[config.mk]
export PLATFORM = sky130hd
export DESIGN_NAME = mdecCoefTop
export DESIGN_NICKNAME = d
export VERILOG_FILES = /design/src/verilog/mdecPkg.sv /design/src/verilog/zigzagRom.sv /design/src/verilog/rleDecoder.sv /design/src/verilog/computeCoef.sv /design/src/verilog/coefBlockStore.sv /design/src/verilog/mdecCoefTop.sv
export SDC_FILE = /design/constraint.sdc
export NUM_CORES = 2
export LEC_CHECK = 0
export ABC_AREA = 1
export BUFFER_PORTS_ARGS = -buffer_cell sky130_fd_sc_hd__buf_2
export CORE_MARGIN = 2
export CORE_UTILIZATION = 50
export CTS_CLUSTER_SIZE = 8
export DETAILED_ROUTE_END_ITERATION = 8
export GPL_ROUTABILITY_DRIVEN = 0
export PLACE_DENSITY = 0.76
export SLEW_MARGIN = 10
export SYNTH_ARGS = -nofsm -noshare
export SYNTH_HDL_FRONTEND = slang
export SYNTH_SLANG_ARGS = --single-unit
[constraint.sdc]
create_clock -name i_clk -period 11 [get_ports i_clk]
set_input_delay 1.1 -clock i_clk [delete_from_list [all_inputs] [get_ports i_clk]]
set_output_delay 1.1 -clock i_clk [all_outputs]
set_load 0.005 [all_outputs]
[src/verilog/mdecPkg.sv]
// Shared types and constants for the MDEC coefficient front end
// Quant tables hold 7-bit entries, four packed per 28-bit word
// Block numbers are 3 bits wide, so at most 8 blocks per macroblock

package mdecPkg;

	// --------------------
	// Stream codes
	localparam logic [15:0] EOB_CODE = 16'hFE00;

	// --------------------
	// Quant table word layout
	localparam int QUANT_PER_WORD = 4;
	localparam int QUANT_WIDTH    = 7;

	// Decoded coefficient headed for dequantization
	typedef struct packed {
		logic              write;
		logic signed [9:0] level;
		logic [5:0]        scale;
		logic              isDC;
		logic [5:0]        linearIdx;
		logic [5:0]        zagIdx;
		logic [2:0]        blockNum;
		logic              matrixComplete;
	} coefInfo_t;

	// Dequantized coefficient headed for the block store
	typedef struct packed {
		logic               write;
		logic [5:0]         idx;
		logic [2:0]         blockNum;
		logic signed [11:0] value;
		logic               matrixComplete;
	} coefWrite_t;

	// One quant table load word
	typedef struct packed {
		logic                                  write;
		logic [QUANT_PER_WORD*QUANT_WIDTH-1:0] value;
		logic [3:0]                            adr;
		logic                                  tblSelect;
	} quantLoad_t;

endpackage

[src/verilog/zigzagRom.sv]
// Zigzag scan position to row-major index of an 8x8 block
// Pure lookup, combinational

module zigzagRom (
	input  logic [5:0] i_zagPos,
	output logic [5:0] o_linearIdx
);

	always_comb
	begin
		case (i_zagPos)
			6'd0:  o_linearIdx = 6'd0;
			6'd1:  o_linearIdx = 6'd1;
			6'd2:  o_linearIdx = 6'd8;
			6'd3:  o_linearIdx = 6'd16;
			6'd4:  o_linearIdx = 6'd9;
			6'd5:  o_linearIdx = 6'd2;
			6'd6:  o_linearIdx = 6'd3;
			6'd7:  o_linearIdx = 6'd10;
			6'd8:  o_linearIdx = 6'd17;
			6'd9:  o_linearIdx = 6'd24;
			6'd10: o_linearIdx = 6'd32;
			6'd11: o_linearIdx = 6'd25;
			6'd12: o_linearIdx = 6'd18;
			6'd13: o_linearIdx = 6'd11;
			6'd14: o_linearIdx = 6'd4;
			6'd15: o_linearIdx = 6'd5;
			6'd16: o_linearIdx = 6'd12;
			6'd17: o_linearIdx = 6'd19;
			6'd18: o_linearIdx = 6'd26;
			6'd19: o_linearIdx = 6'd33;
			6'd20: o_linearIdx = 6'd40;
			6'd21: o_linearIdx = 6'd48;
			6'd22: o_linearIdx = 6'd41;
			6'd23: o_linearIdx = 6'd34;
			6'd24: o_linearIdx = 6'd27;
			6'd25: o_linearIdx = 6'd20;
			6'd26: o_linearIdx = 6'd13;
			6'd27: o_linearIdx = 6'd6;
			6'd28: o_linearIdx = 6'd7;
			6'd29: o_linearIdx = 6'd14;
			6'd30: o_linearIdx = 6'd21;
			6'd31: o_linearIdx = 6'd28;
			6'd32: o_linearIdx = 6'd35;
			6'd33: o_linearIdx = 6'd42;
			6'd34: o_linearIdx = 6'd49;
			6'd35: o_linearIdx = 6'd56;
			6'd36: o_linearIdx = 6'd57;
			6'd37: o_linearIdx = 6'd50;
			6'd38: o_linearIdx = 6'd43;
			6'd39: o_linearIdx = 6'd36;
			6'd40: o_linearIdx = 6'd29;
			6'd41: o_linearIdx = 6'd22;
			6'd42: o_linearIdx = 6'd15;
			6'd43: o_linearIdx = 6'd23;
			6'd44: o_linearIdx = 6'd30;
			6'd45: o_linearIdx = 6'd37;
			6'd46: o_linearIdx = 6'd44;
			6'd47: o_linearIdx = 6'd51;
			6'd48: o_linearIdx = 6'd58;
			6'd49: o_linearIdx = 6'd59;
			6'd50: o_linearIdx = 6'd52;
			6'd51: o_linearIdx = 6'd45;
			6'd52: o_linearIdx = 6'd38;
			6'd53: o_linearIdx = 6'd31;
			6'd54: o_linearIdx = 6'd39;
			6'd55: o_linearIdx = 6'd46;
			6'd56: o_linearIdx = 6'd53;
			6'd57: o_linearIdx = 6'd60;
			6'd58: o_linearIdx = 6'd61;
			6'd59: o_linearIdx = 6'd54;
			6'd60: o_linearIdx = 6'd47;
			6'd61: o_linearIdx = 6'd55;
			6'd62: o_linearIdx = 6'd62;
			default: o_linearIdx = 6'd63;
		endcase
	end

endmodule

[src/verilog/rleDecoder.sv]
// Run-length decoder for 16-bit halfword coefficient streams
// No handshake, every strobe is consumed in the cycle it arrives
// An end-of-block word seen while waiting for a header is taken as padding
// A run past position 63 raises a sticky error and closes the block

module rleDecoder #(
	parameter int NUM_BLOCKS = 6
) (
	input  logic               i_clk,
	input  logic               i_reset,
	input  logic               i_halfValid,
	input  logic [15:0]        i_halfWord,
	output logic [5:0]         o_zagPos,
	input  logic [5:0]         i_linearIdx,
	output mdecPkg::coefInfo_t o_coef,
	output logic               o_streamError
);
	import mdecPkg::*;

	typedef enum logic {
		stateHeader,
		stateBody
	} rleState_t;

	rleState_t         state;
	logic [5:0]        scale;
	logic [5:0]        zagPos;
	logic [2:0]        blockNum;
	logic [2:0]        nextBlockNum;

	logic [5:0]        wordTop;
	logic signed [9:0] wordLevel;
	logic [6:0]        nextPos;
	logic              isEob;
	logic              runOverflow;
	logic              isLast;
	logic              hdrWord;
	logic              bodyWord;
	logic              closeBlock;

	// --------------------
	// Halfword fields
	// Top 6 bits are scale in a header, zero run in a body word
	assign wordTop   = i_halfWord[15:10];
	assign wordLevel = i_halfWord[9:0];
	assign isEob     = (i_halfWord == EOB_CODE);

	// Next zigzag slot, one extra bit to catch a run past 63
	assign nextPos     = {1'b0, zagPos} + {1'b0, wordTop} + 7'd1;
	assign runOverflow = nextPos[6] & ~isEob;
	assign isLast      = (nextPos == 7'd63) & ~isEob;

	// Events for this strobe
	assign hdrWord    = i_halfValid & (state == stateHeader) & ~isEob;
	assign bodyWord   = i_halfValid & (state == stateBody) & ~isEob & ~runOverflow;
	assign closeBlock = i_halfValid & (state == stateBody) & (isEob | runOverflow | isLast);

	// Block counter wraps at the macroblock size
	assign nextBlockNum = (blockNum == 3'(NUM_BLOCKS - 1)) ? 3'd0 : blockNum + 3'd1;

	// Position to the zigzag ROM, DC always sits at 0
	assign o_zagPos = (state == stateHeader) ? 6'd0 : nextPos[5:0];

	// --------------------
	// FSM and record register
	always_ff @(posedge i_clk)
	begin
		// Payload follows the input every cycle, strobes qualify it
		o_coef.level     <= wordLevel;
		o_coef.scale     <= (state == stateHeader) ? wordTop : scale;
		o_coef.isDC      <= (state == stateHeader);
		o_coef.linearIdx <= i_linearIdx;
		o_coef.zagIdx    <= o_zagPos;
		o_coef.blockNum  <= blockNum;
		if (hdrWord)
		begin
			scale <= wordTop;
		end

		if (i_reset)
		begin
			state                 <= stateHeader;
			zagPos                <= 6'd0;
			blockNum              <= 3'd0;
			o_streamError         <= 1'b0;
			o_coef.write          <= 1'b0;
			o_coef.matrixComplete <= 1'b0;
		end
		else
		begin
			o_coef.write          <= hdrWord | bodyWord;
			o_coef.matrixComplete <= closeBlock;

			if (hdrWord)
			begin
				state  <= stateBody;
				zagPos <= 6'd0;
			end
			else if (closeBlock)
			begin
				state <= stateHeader;
			end
			else if (bodyWord)
			begin
				zagPos <= nextPos[5:0];
			end

			// Block number moves on once the done record has left
			if (closeBlock)
			begin
				blockNum <= nextBlockNum;
			end

			// Sticky until reset
			if (i_halfValid && state == stateBody && runOverflow)
			begin
				o_streamError <= 1'b1;
			end
		end
	end

	// Zigzag position only climbs while inside one block
	posMonotonic: assert property (@(posedge i_clk) disable iff (i_reset)
		(state == stateBody && $past(state) == stateBody) |-> (zagPos >= $past(zagPos)));

endmodule

[src/verilog/computeCoef.sv]
// Dequantizer, level x scale x quant / 8, saturated to 12 bits signed
// Fixed 2-cycle latency, no stall, one record per cycle
// Quant table is in zigzag order, luma for blocks 0-1, chroma for 2-5
// Full block mode uses scale 16 and bypasses the table
// A table read in the same cycle as its write sees the old word

module computeCoef (
	input  logic                i_clk,
	input  logic                i_reset,
	input  mdecPkg::coefInfo_t  i_coef,
	input  logic                i_fullBlockType,
	input  mdecPkg::quantLoad_t i_quantLoad,
	output mdecPkg::coefWrite_t o_result
);
	import mdecPkg::*;

	localparam int QUANT_WORD_BITS = QUANT_PER_WORD * QUANT_WIDTH;

	// Stage 0 signals
	logic [5:0]                 scaleSel;
	logic signed [6:0]          signedScale;
	logic signed [15:0]         multF;
	logic                       tableSel;
	logic [4:0]                 quantReadAdr;
	logic [QUANT_WORD_BITS-1:0] quantTbl [0:31];

	// Stage 0 registers
	logic                       pWrite;
	logic                       pMatrixComplete;
	logic                       pFullBlkType;
	logic [5:0]                 pIndex;
	logic [2:0]                 pBlk;
	logic [1:0]                 pEntrySel;
	logic signed [15:0]         pMultF;
	logic [QUANT_WORD_BITS-1:0] pQuantWord;

	// Stage 1 signals
	logic [QUANT_WIDTH-1:0]     quantEntry;
	logic signed [QUANT_WIDTH:0] quantMul;
	logic signed [23:0]         outCalc;
	logic signed [23:0]         outRound;
	logic signed [20:0]         outDiv;
	logic signed [11:0]         clipped;

	// Stage 1 registers
	logic                       ppWrite;
	logic                       ppMatrixComplete;
	logic [5:0]                 ppIndex;
	logic [2:0]                 ppBlk;
	logic signed [11:0]         ppValue;

	// Output rounding
	logic                       allOnes;
	logic [11:0]                biased;

	// --------------------
	// Stage 0
	// DC uses 8, full mode 16 for every term
	assign scaleSel    = i_fullBlockType ? 6'd16 : (i_coef.isDC ? 6'd8 : i_coef.scale);
	assign signedScale = {1'b0, scaleSel};
	assign multF       = i_coef.level * signedScale;

	// Chroma table for blocks 2..5, word holds four zigzag slots
	assign tableSel     = i_coef.blockNum[1] | i_coef.blockNum[2];
	assign quantReadAdr = {tableSel, i_coef.zagIdx[5:2]};

	always_ff @(posedge i_clk)
	begin
		pIndex       <= i_coef.linearIdx;
		pBlk         <= i_coef.blockNum;
		pFullBlkType <= i_fullBlockType;
		pMultF       <= multF;
		pEntrySel    <= i_coef.zagIdx[1:0];
		if (i_reset)
		begin
			pWrite          <= 1'b0;
			pMatrixComplete <= 1'b0;
		end
		else
		begin
			pWrite          <= i_coef.write;
			pMatrixComplete <= i_coef.matrixComplete;
		end
	end

	// Table RAM, registered read so the read returns the pre-write word
	always_ff @(posedge i_clk)
	begin
		if (i_quantLoad.write)
		begin
			quantTbl[{i_quantLoad.tblSelect, i_quantLoad.adr}] <= i_quantLoad.value;
		end
		pQuantWord <= quantTbl[quantReadAdr];
	end

	// --------------------
	// Stage 1
	assign quantEntry = pQuantWord[int'(pEntrySel) * QUANT_WIDTH +: QUANT_WIDTH];
	assign quantMul   = pFullBlkType ? 8'sd1 : $signed({1'b0, quantEntry});
	assign outCalc    = pMultF * quantMul;

	// Negative values get +7 so the shift truncates toward zero
	assign outRound = outCalc + (outCalc[23] ? 24'sd7 : 24'sd0);
	assign outDiv   = outRound[23:3];

	// Clamp to -2048..2047
	always_comb
	begin
		if (outDiv > 21'sd2047)
		begin
			clipped = 12'sd2047;
		end
		else if (outDiv < -21'sd2048)
		begin
			clipped = -12'sd2048;
		end
		else
		begin
			clipped = outDiv[11:0];
		end
	end

	always_ff @(posedge i_clk)
	begin
		ppIndex <= pIndex;
		ppBlk   <= pBlk;
		ppValue <= clipped;
		if (i_reset)
		begin
			ppWrite          <= 1'b0;
			ppMatrixComplete <= 1'b0;
		end
		else
		begin
			ppWrite          <= pWrite;
			ppMatrixComplete <= pMatrixComplete;
		end
	end

	// --------------------
	// Output, even toward zero, -1 kept as is
	assign allOnes = &ppValue;
	assign biased  = ppValue + {11'd0, ppValue[11] & ~allOnes};

	always_comb
	begin
		o_result.write          = ppWrite;
		o_result.idx            = ppIndex;
		o_result.blockNum       = ppBlk;
		o_result.value          = {biased[11:1], allOnes};
		o_result.matrixComplete = ppMatrixComplete;
	end

	// Each coefficient comes out exactly two cycles after it went in
	latencyTwo: assert property (@(posedge i_clk) disable iff (i_reset)
		i_coef.write |-> ##2 o_result.write);

endmodule

[src/verilog/coefBlockStore.sv]
// Holds one 8x8 block of dequantized coefficients
// Positions never written in the current block read as zero
// The block stays readable until the first write of the next block
// No back-pressure, the source must wait until the block is read

module coefBlockStore (
	input  logic                i_clk,
	input  logic                i_reset,
	input  mdecPkg::coefWrite_t i_write,
	input  logic [5:0]          i_readIdx,
	output logic signed [11:0]  o_readValue,
	output logic                o_blockDone,
	output logic [2:0]          o_doneBlockNum
);

	logic signed [11:0] coefMem [0:63];
	logic [63:0]        writtenMask;
	logic [63:0]        idxBit;
	logic [63:0]        maskBase;
	logic               newBlock;

	// --------------------
	// Mask update
	assign idxBit = 64'd1 << i_write.idx;

	// First write of a block starts from an empty mask
	assign maskBase = newBlock ? 64'd0 : writtenMask;

	always_ff @(posedge i_clk)
	begin
		if (i_write.write)
		begin
			coefMem[i_write.idx] <= i_write.value;
		end
		if (i_write.matrixComplete)
		begin
			o_doneBlockNum <= i_write.blockNum;
		end
	end

	always_ff @(posedge i_clk)
	begin
		if (i_reset)
		begin
			writtenMask <= 64'd0;
			newBlock    <= 1'b1;
			o_blockDone <= 1'b0;
		end
		else
		begin
			o_blockDone <= i_write.matrixComplete;
			if (i_write.write)
			begin
				writtenMask <= maskBase | idxBit;
				newBlock    <= 1'b0;
			end
			// Done record may also carry the last write
			if (i_write.matrixComplete)
			begin
				newBlock <= 1'b1;
			end
		end
	end

	// --------------------
	// Read port
	assign o_readValue = writtenMask[i_readIdx] ? coefMem[i_readIdx] : 12'sd0;

	// Zigzag mapping must never hit the same slot twice in a block
	noDoubleWrite: assert property (@(posedge i_clk) disable iff (i_reset)
		(i_write.write && !newBlock) |-> !writtenMask[i_write.idx]);

endmodule

[src/verilog/mdecCoefTop.sv]
// Coefficient front end, RLE decode, zigzag, dequantize, block store
// Halfword to block-done latency is 4 cycles
// Next block must not start until the current one has been read out

module mdecCoefTop #(
	parameter int NUM_BLOCKS = 6
) (
	input  logic               i_clk,
	input  logic               i_reset,
	input  logic               i_halfValid,
	input  logic [15:0]        i_halfWord,
	input  logic               i_fullBlockType,
	input  logic               i_quantWrt,
	input  logic [27:0]        i_quantValue,
	input  logic [3:0]         i_quantAdr,
	input  logic               i_quantTblSelect,
	input  logic [5:0]         i_readIdx,
	output logic signed [11:0] o_readValue,
	output logic               o_blockDone,
	output logic [2:0]         o_doneBlockNum,
	output logic               o_streamError
);
	import mdecPkg::*;

	coefInfo_t  coefInfo;
	coefWrite_t coefResult;
	quantLoad_t quantLoad;
	logic [5:0] zagPos;
	logic [5:0] linearIdx;

	// Table load bundle
	assign quantLoad = '{
		write:     i_quantWrt,
		value:     i_quantValue,
		adr:       i_quantAdr,
		tblSelect: i_quantTblSelect
	};

	rleDecoder #(.NUM_BLOCKS(NUM_BLOCKS)) decoder (.i_clk(i_clk), .i_reset(i_reset),
		.i_halfValid(i_halfValid), .i_halfWord(i_halfWord), .o_zagPos(zagPos),
		.i_linearIdx(linearIdx), .o_coef(coefInfo), .o_streamError(o_streamError));

	// Index comes back into the same decoder record
	zigzagRom zigzag (.i_zagPos(zagPos), .o_linearIdx(linearIdx));

	computeCoef dequant (.i_clk(i_clk), .i_reset(i_reset), .i_coef(coefInfo),
		.i_fullBlockType(i_fullBlockType), .i_quantLoad(quantLoad), .o_result(coefResult));

	coefBlockStore store (.i_clk(i_clk), .i_reset(i_reset), .i_write(coefResult),
		.i_readIdx(i_readIdx), .o_readValue(o_readValue), .o_blockDone(o_blockDone),
		.o_doneBlockNum(o_doneBlockNum));

endmodule

==> results.yml <==
status:
  status: "completed"
placement:
  hpwl_mm: 113.3
  pre_cts_slack_ns: 4.532
  port_buffers: 76
  dp.cells: 8682
clock_network:
  cts_buffer_depth: 4
  postCtsSetupRepairBufs: 0
  clock-sinks: 1865
  cts_tree: "done"
  clk_latency_ns: 0.90
  hold_buffers: 0
  cts-root-buf: "clkbuf_16"
  cts_resized: 0
  htreeDepth: 5
  path_clk_slew_ns: 0.05
  cts_made_buffers: 284
floorplan:
  die_height_um: 403.3
  fp-row-count: 146
  pin_count: 77
  fp.dieW_um: 403.3
  coreArea_um2: 158400
  die-area_um2: 162600
  initial_core_util: 0.5033
synthesis:
  ys_ff_latch: 1865
  avgSynthCellArea_um2: 11.73
  synth_edf_count: 1673
  synth_cells: 6798
  synth_area_um2: 79710
  seq_area_frac_synth: 0.6785
  ys_types: 41
  async_flop_share: 0
  synth_warnings: 0
  synthFlopType: "edfxtp_1"
  syn-num-nets: 7084
timing:
  worst_pin_slew_ns: 1.150
  timing.final.crit_share: 0.5943
  finalSetupViolations: 0
  rsz0062_at_grt: "false"
  hold_viol_final: 0
  finClkSkew_ns: 0.07322
  slew_headroom: 0.2316
  fin_ws_ns: 4.463
  fmax_mhz: 153.0
  drv_slew: 0
  tns_ns: 0
  fin_crit_ns: 6.537
hold_path:
  holdCritStartpoint: "dequant.pIndex[5]"
  min_delay_worst_endpoint: "dequant.ppIndex[5]"
  hold_depth: 0
  hold_path.class: "reg2reg"
detailed_routing:
  avgRoutedWirePerCell_um: 23.43
  via_per_inst: 6.171
  routed_wl_mm: 213.1
  vias: 56141
  drtIter0Drc: 7874
  ant_nets: 0
  first_pass_iters: 8
  drc: 0
global_route:
  grt.total_usage: 0.2560
  grt_pass1_vias: 54151
  overflow: 0
  grt_start_max_net_pins: 187
  antenna_found_initial: 10
  grt_pass1_wl_mm: 319.0
critical_path:
  cpMaxStageDelayCell: "dfxtp_1"
  cp_data_required_time_ns: 11.72
  r2r_slack_ns: 4.46
  critPathLaunchType: "flop"
  worstSetupEndpointType: "flop"
  reg2reg_depth: 29
  timing.rr.end: "dequant.ppValue[5]"
  path_class: "reg2reg"
  slowest_delay_ns: 0.61
  r2r_start: "dequant.pEntrySel[0]"
  cp_max_fo: 15
  cpMostUsedCell: "nand2_1"
  cp.arrival_ns: 7.25
power_and_ir_drop:
  power-per-cell-area_nw_per_um2: 243.0
  p_leak_nw: 31.45
  peakVddDrop_v: 0.0002995
finish:
  layout_commonest_cell: "edfxtp_1"
  layout_common_cells: "1673 x edfxtp_1, 1389 x nor2_1, 1076 x o21ai_0"
  instances_no_fill: 9097
  drive_gt1_frac: 0.08704
  fin_nets: 7182
  syn_to_final_growth_pct: 13.52
run:
  max_cap_violations: 0
==> stage by stage <==
step / util / power [mW] / instance area (um^2) / hold slack, ns
floorplan: - / 12.67 / 79710 / 0.3096
global placement: 0.5220 / 14.13 / 82680 / 0.3114
detailed placement: 0.5220 / 14.32 / 82680 / 0.3132
CTS: 0.5713 / 21.93 / 90470 / 0.2795
global route: 0.5713 / 22.96 / 90490 / 0.3058
finish: 0.5713 / 21.98 / 90490 / 0.3239
==> state kept, by name, indices dropped and copies added (netlist names), 6 cells and up <==
| signal | count |
|---|---|
| decoder.o_coef | 34 |
| decoder.scale | 6 |
| decoder.zagPos | 6 |
| dequant.pIndex | 6 |
| dequant.pMultF | 16 |
| dequant.pQuantWord | 28 |
| dequant.ppIndex | 6 |
| dequant.ppValue | 12 |
| dequant.quantTbl | 896 |
| store.coefMem | 768 |
| store.writtenMask | 64 |
==> worst max-delay path: cells and delay by family, from the launching register on <==
family                     cells  cell delay, ns
and+or+nand+nor               16            2.21
AOI/OAI and AO/OA              4            0.98
adders and majority gates      5            2.31
buffers and inverters          4            0.27
DFF                            1            0.61
==> final cells by class <==
| type | instances | area [um^2] |
|---|---|---|
| inverters | 446 | 1703 |
| clock buffers | 403 | 7722 |
| clock inverters | 7 | 72.57 |
| diodes | 5 | 12.51 |
| repair buffers | 224 | 1560 |
| flip-flops and latches | 1865 | 54100 |
| well taps | 2072 | 2592 |
| multi-input cells | 4075 | 22730 |
| fillers | 11999 | 67890 |
==> power by group <==
part	switching, mW	total [mW]	internal, mW
registers	0.111	8.57	8.45
logic	4.13	5.76	1.63
clock network	2.88	7.66	4.78
==> synth_stat cells, types with 10 or more instances <==
master,instances,share of area
xor2_1,25,0.0027
a21oi_1,116,0.0073
nand3_1,142,0.0089
nor3_1,45,0.0028
nand4_1,23,0.0018
a31oi_1,33,0.0026
clkbuf_1,372,0.018
ha_1,98,0.015
o221ai_1,190,0.021
buf_2,23,0.0014
a32oi_1,25,0.0027
xnor2_1,15,0.0016
inv_1,437,0.021
o21ai_0,1077,0.068
nor2_1,1421,0.067
edfxtp_1,1673,0.63
o22ai_1,292,0.023
buf_1,15,0.00071
dfxtp_1,192,0.048
fa_1,128,0.032
o32ai_1,10,0.0011
nand2_1,382,0.018
==> worst max path at each step <==
| stage | endpoint | cells after the start | slack [ns] | from |
|---|---|---|---|---|
| final | dequant.ppValue[5] | 29 | 4.46 | dequant.pEntrySel[0] |
| after global routing | dequant.ppValue[6] | 30 | 3.97 | dequant.pEntrySel[0] |
| after CTS | o_readValue[3] | 12 | 4.53 | i_readIdx[0] |
| after detailed placement | o_readValue[3] | 12 | 4.53 | i_readIdx[0] |
| after global placement | o_readValue[3] | 12 | 4.57 | i_readIdx[0] |
| after floorplan | store.coefMem[0][10] | 10 | 3.77 | dequant.ppValue[4] |
==> cells by family (layout without fill, tap and decap cells) <==
kind of cell    Yosys count  in the layout  synth area share
simple gates           2047           2047            0.1016
flops                  1865           1865            0.6785
compound gates         1762           1762            0.1270
buf+inv                 858           1080           0.04095
fa+ha+maj               226            226           0.04753
xor+xnor                 40             40          0.004395
other cells               0              5                 0
==> metal layers <==
metal	GRT usage	share of wire	vias to the layer above
li1	-	-	24539
met1	0.3374	0.37	27234
met2	0.4105	0.47	3700
met3	0.04451	0.11	662
met4	0.1302	0.050	6
met5	0	0.00019	-
(Power assumes the default switching activity.)
